`src/design/ctrl_pkg.sv`:
```
`default_nettype none

package ctrl_pkg;

    ////////////////////
    // Control word widths
    ////////////////////

    // ALU operation select driven by the main decoder
    localparam int alu_op_w = 4;

    // Write-back source select
    localparam int mem_to_reg_w = 2;

    ////////////////////
    // Control word types
    ////////////////////

    typedef logic [alu_op_w-1:0] alu_op_t;

    // Write-back source
    //   0 = ALU result
    //   1 = data memory
    //   2 = link address (PC + 8)
    typedef logic [mem_to_reg_w-1:0] mem_to_reg_t;

    ////////////////////
    // Bubble encodings
    ////////////////////

    // A bubble does no ALU work
    localparam alu_op_t bubble_alu_op = alu_op_t'(0);

    // Bubble selects the ALU result, which nobody writes back anyway
    localparam mem_to_reg_t wb_src_alu = mem_to_reg_t'(0);

endpackage

`default_nettype wire

```
`src/design/isa_pkg.sv`:
```
`default_nettype none

package isa_pkg;

    ////////////////////
    // Register file geometry
    ////////////////////

    // 32 architectural registers
    localparam int reg_idx_w = 5;

    // Register number as it appears in rs, rt and rd fields
    typedef logic [reg_idx_w-1:0] reg_idx_t;

    ////////////////////
    // Special registers
    ////////////////////

    // $zero reads as 0 and ignores writes
    // A write to it is never a real producer
    localparam reg_idx_t zero_reg = reg_idx_t'(0);

    // Field layout of an R-type word, for orientation
    //   [31:26] opcode
    //   [25:21] rs
    //   [20:16] rt
    //   [15:11] rd
    //   [10:6]  shamt
    //   [5:0]   funct
    // Only the register fields reach the hazard logic

endpackage

`default_nettype wire

```
`src/design/branch_hazard_detector.sv`:
```
`timescale 1ns/100ps
`default_nettype none

module branch_hazard_detector (
    // Operands compared by the branch in decode
    input  isa_pkg::reg_idx_t if_id_rs,
    input  isa_pkg::reg_idx_t if_id_rt,
    input  logic              id_branch,

    // Producer in EX
    input  logic              ex_reg_write,
    input  isa_pkg::reg_idx_t ex_dst,

    // Load in MEM
    input  logic              mem_mem_read,
    input  isa_pkg::reg_idx_t mem_dst,

    // Branch must hold in decode
    output logic              branch_wait
);

    ////////////////////
    // EX producer
    ////////////////////

    logic ex_live;
    logic ex_hit;

    // Writes to $zero are dropped
    assign ex_live = ex_reg_write & (ex_dst != isa_pkg::zero_reg);

    // Result is still inside the ALU this cycle
    assign ex_hit = ex_live & ((ex_dst == if_id_rs) | (ex_dst == if_id_rt));

    ////////////////////
    // MEM load
    ////////////////////

    logic mem_live;
    logic mem_hit;

    // Load data arrives at the end of MEM
    assign mem_live = mem_mem_read & (mem_dst != isa_pkg::zero_reg);

    assign mem_hit = mem_live & ((mem_dst == if_id_rs) | (mem_dst == if_id_rt));

    ////////////////////
    // Verdict
    ////////////////////

    // Comparator sits in decode, ahead of the EX forwarding muxes
    // Load into a branch operand therefore costs two slots
    assign branch_wait = id_branch & (ex_hit | mem_hit);

endmodule

`default_nettype wire

```
`src/design/hazard_unit.sv`:
```
`timescale 1ns/100ps
`default_nettype none

module hazard_unit (
    input  logic                  clk,
    input  logic                  rst_n,

    // Decode-stage operands
    input  isa_pkg::reg_idx_t     if_id_rs,
    input  isa_pkg::reg_idx_t     if_id_rt,
    input  isa_pkg::reg_idx_t     id_dst,
    input  logic                  id_branch,
    input  logic                  branch_taken,

    // Decoded control bundle
    input  logic                  reg_write,
    input  ctrl_pkg::alu_op_t     alu_op,
    input  logic                  alu_src,
    input  logic                  mem_write,
    input  logic                  mem_read,
    input  ctrl_pkg::mem_to_reg_t mem_to_reg,
    input  logic                  jump,
    input  logic                  jump_reg,

    // Front-end control
    output logic                  pc_write,
    output logic                  if_id_write,
    output logic                  if_id_flush,

    // Control word entering EX
    output logic                  ex_reg_write,
    output ctrl_pkg::alu_op_t     ex_alu_op,
    output logic                  ex_alu_src,
    output logic                  ex_mem_write,
    output logic                  ex_mem_read,
    output ctrl_pkg::mem_to_reg_t ex_mem_to_reg,
    output logic                  ex_jump,
    output logic                  ex_jump_reg,
    output isa_pkg::reg_idx_t     ex_dst
);

    ////////////////////
    // Internal nets
    ////////////////////

    // Detector verdicts
    logic load_use;
    logic branch_wait;

    // Load still in MEM
    logic              mem_mem_read;
    isa_pkg::reg_idx_t mem_dst;

    ////////////////////
    // Detectors
    ////////////////////

    load_use_detector u_load_use (
        .if_id_rs    (if_id_rs),
        .if_id_rt    (if_id_rt),
        .ex_mem_read (ex_mem_read),
        .ex_dst      (ex_dst),
        .load_use    (load_use)
    );

    branch_hazard_detector u_branch_hazard (
        .if_id_rs     (if_id_rs),
        .if_id_rt     (if_id_rt),
        .id_branch    (id_branch),
        .ex_reg_write (ex_reg_write),
        .ex_dst       (ex_dst),
        .mem_mem_read (mem_mem_read),
        .mem_dst      (mem_dst),
        .branch_wait  (branch_wait)
    );

    ////////////////////
    // Stage controller
    ////////////////////

    // Owns the pipeline record the detectors read back
    stage_control u_stage_control (
        .clk           (clk),
        .rst_n         (rst_n),
        .load_use      (load_use),
        .branch_wait   (branch_wait),
        .branch_taken  (branch_taken),
        .reg_write     (reg_write),
        .alu_op        (alu_op),
        .alu_src       (alu_src),
        .mem_write     (mem_write),
        .mem_read      (mem_read),
        .mem_to_reg    (mem_to_reg),
        .jump          (jump),
        .jump_reg      (jump_reg),
        .id_dst        (id_dst),
        .pc_write      (pc_write),
        .if_id_write   (if_id_write),
        .if_id_flush   (if_id_flush),
        .ex_reg_write  (ex_reg_write),
        .ex_alu_op     (ex_alu_op),
        .ex_alu_src    (ex_alu_src),
        .ex_mem_write  (ex_mem_write),
        .ex_mem_read   (ex_mem_read),
        .ex_mem_to_reg (ex_mem_to_reg),
        .ex_jump       (ex_jump),
        .ex_jump_reg   (ex_jump_reg),
        .ex_dst        (ex_dst),
        .mem_mem_read  (mem_mem_read),
        .mem_dst       (mem_dst)
    );

endmodule

`default_nettype wire

```
`src/design/load_use_detector.sv`:
```
`timescale 1ns/100ps
`default_nettype none

module load_use_detector (
    // Sources of the instruction in decode
    input  isa_pkg::reg_idx_t if_id_rs,
    input  isa_pkg::reg_idx_t if_id_rt,

    // Instruction in EX
    input  logic              ex_mem_read,
    input  isa_pkg::reg_idx_t ex_dst,

    // Decode must wait one cycle
    output logic              load_use
);

    ////////////////////
    // Operand match
    ////////////////////

    logic dst_live;
    logic rs_hit;
    logic rt_hit;

    // Load into $zero produces nothing
    assign dst_live = (ex_dst != isa_pkg::zero_reg);

    // Either source waits on the load result
    assign rs_hit = (ex_dst == if_id_rs);
    assign rt_hit = (ex_dst == if_id_rt);

    ////////////////////
    // Verdict
    ////////////////////

    // Load data only exists after MEM
    // Forwarding cannot cover the very next instruction
    // so hold decode for one slot
    assign load_use = ex_mem_read & dst_live & (rs_hit | rt_hit);

endmodule

`default_nettype wire

```
`src/design/stage_control.sv`:
```
`timescale 1ns/100ps
`default_nettype none

module stage_control (
    input  logic                  clk,
    input  logic                  rst_n,

    // Detector verdicts
    input  logic                  load_use,
    input  logic                  branch_wait,

    // Decode outcome
    input  logic                  branch_taken,

    // Decoded control bundle
    input  logic                  reg_write,
    input  ctrl_pkg::alu_op_t     alu_op,
    input  logic                  alu_src,
    input  logic                  mem_write,
    input  logic                  mem_read,
    input  ctrl_pkg::mem_to_reg_t mem_to_reg,
    input  logic                  jump,
    input  logic                  jump_reg,
    input  isa_pkg::reg_idx_t     id_dst,

    // Front-end control
    output logic                  pc_write,
    output logic                  if_id_write,
    output logic                  if_id_flush,

    // ID/EX record
    output logic                  ex_reg_write,
    output ctrl_pkg::alu_op_t     ex_alu_op,
    output logic                  ex_alu_src,
    output logic                  ex_mem_write,
    output logic                  ex_mem_read,
    output ctrl_pkg::mem_to_reg_t ex_mem_to_reg,
    output logic                  ex_jump,
    output logic                  ex_jump_reg,
    output isa_pkg::reg_idx_t     ex_dst,

    // EX/MEM record
    output logic                  mem_mem_read,
    output isa_pkg::reg_idx_t     mem_dst
);

    ////////////////////
    // Stall and flush
    ////////////////////

    logic stall;

    // Any detector holds decode
    assign stall = load_use | branch_wait;

    // PC and IF/ID freeze together
    assign pc_write    = ~stall;
    assign if_id_write = ~stall;

    // Redirect kills the fetched slot
    // A stalled redirect is decided again next cycle
    assign if_id_flush = ~stall & (branch_taken | jump | jump_reg);

    ////////////////////
    // ID/EX record
    ////////////////////

    always_ff @(posedge clk) begin
        if (!rst_n) begin
            ex_reg_write  <= 1'b0;
            ex_alu_op     <= ctrl_pkg::bubble_alu_op;
            ex_alu_src    <= 1'b0;
            ex_mem_write  <= 1'b0;
            ex_mem_read   <= 1'b0;
            ex_mem_to_reg <= ctrl_pkg::wb_src_alu;
            ex_jump       <= 1'b0;
            ex_jump_reg   <= 1'b0;
            ex_dst        <= isa_pkg::zero_reg;
        end else if (stall) begin
            // Bubble into EX while decode waits
            ex_reg_write  <= 1'b0;
            ex_alu_op     <= ctrl_pkg::bubble_alu_op;
            ex_alu_src    <= 1'b0;
            ex_mem_write  <= 1'b0;
            ex_mem_read   <= 1'b0;
            ex_mem_to_reg <= ctrl_pkg::wb_src_alu;
            ex_jump       <= 1'b0;
            ex_jump_reg   <= 1'b0;
            ex_dst        <= isa_pkg::zero_reg;
        end else begin
            ex_reg_write  <= reg_write;
            ex_alu_op     <= alu_op;
            ex_alu_src    <= alu_src;
            ex_mem_write  <= mem_write;
            ex_mem_read   <= mem_read;
            ex_mem_to_reg <= mem_to_reg;
            ex_jump       <= jump;
            ex_jump_reg   <= jump_reg;
            ex_dst        <= id_dst;
        end
    end

    ////////////////////
    // EX/MEM record
    ////////////////////

    // Only what the branch check needs moves on
    always_ff @(posedge clk) begin
        if (!rst_n) begin
            mem_mem_read <= 1'b0;
            mem_dst      <= isa_pkg::zero_reg;
        end else begin
            mem_mem_read <= ex_mem_read;
            mem_dst      <= ex_dst;
        end
    end

endmodule

`default_nettype wire

```
`config.mk`:
```
export PLATFORM = sky130hd
export DESIGN_NAME = hazard_unit
export DESIGN_NICKNAME = d
export VERILOG_FILES = /design/src/design/ctrl_pkg.sv /design/src/design/isa_pkg.sv /design/src/design/branch_hazard_detector.sv /design/src/design/hazard_unit.sv /design/src/design/load_use_detector.sv /design/src/design/stage_control.sv
export SDC_FILE = /design/constraint.sdc
export NUM_CORES = 1
export LEC_CHECK = 0
export BUFFER_PORTS_ARGS = -buffer_cell sky130_fd_sc_hd__buf_2
export CORE_MARGIN = 2
export CORE_UTILIZATION = 40
export DETAILED_ROUTE_END_ITERATION = 8
export PLACE_DENSITY = 0.84
export SKIP_CTS_REPAIR_TIMING = 1
export SYNTH_ARGS = -nofsm -noshare
export SYNTH_HDL_FRONTEND = slang
export SYNTH_SLANG_ARGS = --single-unit
```
`constraint.sdc`:
```
create_clock -name clk -period 2.5 [get_ports clk]
set_input_delay 0.5 -clock clk [delete_from_list [all_inputs] [get_ports clk]]
set_output_delay 0.5 -clock clk [all_outputs]
set_load 0.01 [all_outputs]
```
==> flow_results.xml <==
<?xml version="1.0" encoding="UTF-8"?>
<metrics>
  <group name="sta">
    <metric name="timing.slew.headroom" unit="%">71.88</metric>
    <metric name="fmax" unit="GHz">0.4284</metric>
    <metric name="period_share" unit="%">93.38</metric>
    <metric name="timing_max_transition_violations_final" unit="">0</metric>
    <metric name="layout_setup_ws" unit="ns">0.1656</metric>
    <metric name="post-route-min-period" unit="ns">2.334</metric>
    <metric name="finalHoldViolations" unit="">0</metric>
    <metric name="worst_clock_skew" unit="ns">0.003657</metric>
    <metric name="report.final.setup_viol" unit="">0</metric>
    <metric name="rsz_0062_raised_after_global_routing" unit="">false</metric>
    <metric name="tightest_slew" unit="ns">0.4218</metric>
  </group>
  <group name="critical_path">
    <metric name="start_kind" unit="">flip-flop</metric>
    <metric name="regToRegStartpoint" unit="">u_stage_control.ex_dst[0]</metric>
    <metric name="crit_arrival" unit="ns">1.83</metric>
    <metric name="worst_ep_required_time" unit="ns">2.00</metric>
    <metric name="end_kind" unit="">output pin</metric>
    <metric name="critPathKind" unit="">reg2out</metric>
    <metric name="worst_r2r_endpoint" unit="">u_stage_control.ex_mem_write</metric>
    <metric name="worst-r2r-setup-slack" unit="ns">0.71</metric>
    <metric name="r2r_worst_path_depth" unit="">7</metric>
    <metric name="crit_fanout" unit="">3</metric>
  </group>
  <group name="grt">
    <metric name="grt_pass1_wl" unit="mm">3.015</metric>
    <metric name="antenna_violations_before_repair" unit="">0</metric>
    <metric name="grt_max_degree" unit="">24</metric>
    <metric name="vias_in_the_first_global_route" unit="">754</metric>
    <metric name="grt_util_all_layers" unit="%">15.02</metric>
    <metric name="gr-total-overflow" unit="">0</metric>
  </group>
  <group name="clocking">
    <metric name="clk_root_buffer_cell" unit="">clkbuf_4</metric>
    <metric name="clock_tree.buffer_depth" unit="">2</metric>
    <metric name="clk_pin_slew" unit="ns">0.11</metric>
    <metric name="htree_levels" unit="">1</metric>
    <metric name="numCtsBuffers" unit="">3</metric>
    <metric name="numClockSinks" unit="">23</metric>
    <metric name="tritoncts_clock_tree" unit="">yes</metric>
    <metric name="clkLatencyLatePin" unit="ns">0.30</metric>
  </group>
  <group name="min_path">
    <metric name="worst_hold_startpoint" unit="">id_dst[3]</metric>
    <metric name="worst_hold_path.endpoint" unit="">u_stage_control.ex_dst[3]</metric>
    <metric name="holdCritPathClass" unit="">in2reg</metric>
    <metric name="worst_hold_path_cell_count" unit="">2</metric>
  </group>
  <group name="routing">
    <metric name="vias_per_cell" unit="">4.846</metric>
    <metric name="drt-wirelength-per-cell" unit="µm">13.28</metric>
    <metric name="routed-via-count" unit="">819</metric>
    <metric name="route.antenna.remaining_nets" unit="">0</metric>
    <metric name="routed_wirelength" unit="mm">2.244</metric>
    <metric name="drt_first_iter_violations" unit="">6</metric>
    <metric name="remaining_drc_errors" unit="">0</metric>
    <metric name="firstDrtPassIters" unit="">4</metric>
  </group>
  <group name="synth">
    <metric name="synthCells" unit="">88</metric>
    <metric name="synth.ff_latch_count" unit="">23</metric>
    <metric name="syn_avg_cell_area" unit="µm²">10.58</metric>
    <metric name="netlist-cell-type-count" unit="">18</metric>
    <metric name="synth.net_count" unit="">119</metric>
    <metric name="syn_area" unit="µm²">930.9</metric>
    <metric name="synth_largest_area_cell" unit="">dfxtp_1</metric>
    <metric name="synth.top_cells.by_area" unit="">dfxtp_1 49%, xnor2_1 19%, and3_2 7.3%</metric>
    <metric name="synth_top_area_share" unit="%">49.46</metric>
    <metric name="seq_area_frac_synth" unit="%">49.46</metric>
    <metric name="yosysWarnings" unit="">0</metric>
  </group>
  <group name="power">
    <metric name="seq_power_share" unit="%">57.9</metric>
    <metric name="worst_case_vdd_ir_drop" unit="mV">0.4243</metric>
    <metric name="intPower" unit="µW">517.8</metric>
    <metric name="power_density" unit="mW/mm²">554.9</metric>
    <metric name="fin_total_pwr" unit="µW">693.6</metric>
    <metric name="switching_power" unit="µW">175.8</metric>
    <metric name="sw_share" unit="%">25.35</metric>
    <metric name="clock_power_share" unit="%">23.7</metric>
    <metric name="leakagePower" unit="µW">0.0006221</metric>
    <metric name="combinational_share_of_power" unit="%">18.4</metric>
  </group>
  <group name="floorplanning">
    <metric name="top_level_pins" unit="">51</metric>
    <metric name="initial_utilization" unit="%">42.08</metric>
    <metric name="die_height" unit="µm">52.24</metric>
    <metric name="die_width" unit="µm">52.24</metric>
    <metric name="dieArea" unit="mm²">0.002729</metric>
    <metric name="core" unit="mm²">0.002212</metric>
    <metric name="placement_rows" unit="">17</metric>
  </group>
  <group name="placed_design">
    <metric name="gp_congestion" unit="">0.8241</metric>
    <metric name="dp_hpwl" unit="mm">1.599</metric>
    <metric name="post_dp_cell_area" unit="mm²">0.001190</metric>
    <metric name="portBuffers" unit="">50</metric>
    <metric name="detailedPlace.worstSlack" unit="ns">0.2746</metric>
  </group>
  <group name="finish">
    <metric name="final-seq-area" unit="µm²">460.4</metric>
    <metric name="layout.cells.most_common_list" unit="">50 x buf_2, 23 x dfxtp_1, 20 x xnor2_1</metric>
    <metric name="multi_input_area" unit="µm²">462.9</metric>
    <metric name="layout.filler_cells" unit="">208</metric>
    <metric name="layout_commonest_cell" unit="">buf_2</metric>
    <metric name="post_route_cells_drive_above_1_share" unit="%">48.23</metric>
    <metric name="final_util" unit="%">56.50</metric>
    <metric name="antenna_cells_inserted" unit="">0</metric>
    <metric name="final_area" unit="mm²">0.001250</metric>
    <metric name="area_growth_syn_to_layout" unit="%">34.27</metric>
    <metric name="num-nets-final" unit="">173</metric>
    <metric name="top_regs" unit="">u_stage_control.ex_dst: 5 flops, u_stage_control.mem_dst: 5 flops, u_stage_control.ex_alu_op: 4 flops</metric>
  </group>
  <group name="flow_run">
    <metric name="maxCapViolations" unit="">0</metric>
  </group>
  <group name="run_status">
    <metric name="outcome" unit="">completed</metric>
  </group>
</metrics>
## through the flow
step,cells,setup TNS [ns],hold WS (ns)
finish,169,0,0.4207
global route,169,0,0.4249
CTS,166,-0.08540,0.4194
detailed placement,162,0,0.4685
global placement,162,0,0.4657
floorplan,88,0,0.5110
## cell type report
cell class / count / area share [%]
well taps: 28 / 2.803
repair buffers: 52 / 21.22
multi-input cells: 62 / 37.04
clock buffers: 4 / 2.102
flip-flops and latches: 23 / 36.84
## worst max-delay path: stages, from the launching register on
cell	delay, ns
dfxtp_1	0.35
or3_1	0.38
o311a_1	0.36
a22oi_4	0.16
o31a_2	0.16
buf_2	0.12
## worst max path at each step
| stage | startpoint | endpoint | slack [ns] | cells past startpoint |
|---|---|---|---|---|
| 2_1_floorplan | u_stage_control.mem_dst[1] | if_id_flush | 0.47 | 5 |
| 3_3_place_gp | u_stage_control.mem_dst[1] | if_id_flush | 0.31 | 5 |
| 3_5_place_dp | u_stage_control.mem_dst[1] | if_id_flush | 0.27 | 5 |
| 4_1_cts | u_stage_control.mem_dst[1] | if_id_flush | -0.09 | 5 |
| 5_1_grt | u_stage_control.mem_dst[1] | if_id_flush | 0.11 | 5 |
| 6_report | u_stage_control.mem_dst[1] | if_id_flush | 0.17 | 5 |
## synthesized netlist by cell type
cell type   n
o311a_1     1
a21oi_1     2
o22ai_1     2
xnor2_1    20
buf_4       1
buf_6       1
nand3_1     4
and3_1      8
clkbuf_1    2
and2_1      6
nor3_1      1
and3_2      9
dfxtp_1    23
or3_1       1
o31a_2      1
nand2_1     4
a22oi_4     1
nor2_1      1
## power by group through the flow
stage	combinational [µW]	clock, µW	sequential, µW
2_1_floorplan	60.4	0	416
3_5_place_dp	121	0	410
4_1_cts	122	167	402
6_report	128	164	402
5_1_grt	139	178	404
3_3_place_gp	116	0	409
## per-layer routing
layer	part of all wire, %	global-route usage [%]
met1	45	19.35
met2	45	23.84
met3	8.5	3.714
met4	1.2	6.410
met5	0	0
## logic make-up (layout without fill, tap and decap cells)
group / after synthesis / in the layout / synth area share (%)
AOI/OAI and AO/OA: 7 / 8 / 6.855
DFF: 23 / 23 / 49.46
and+or+nand+nor: 34 / 34 / 22.04
xor gates and xnor gates: 20 / 20 / 18.82
buffers and inverters: 4 / 56 / 2.823
Note: power is estimated with default switching activity, not from simulation.
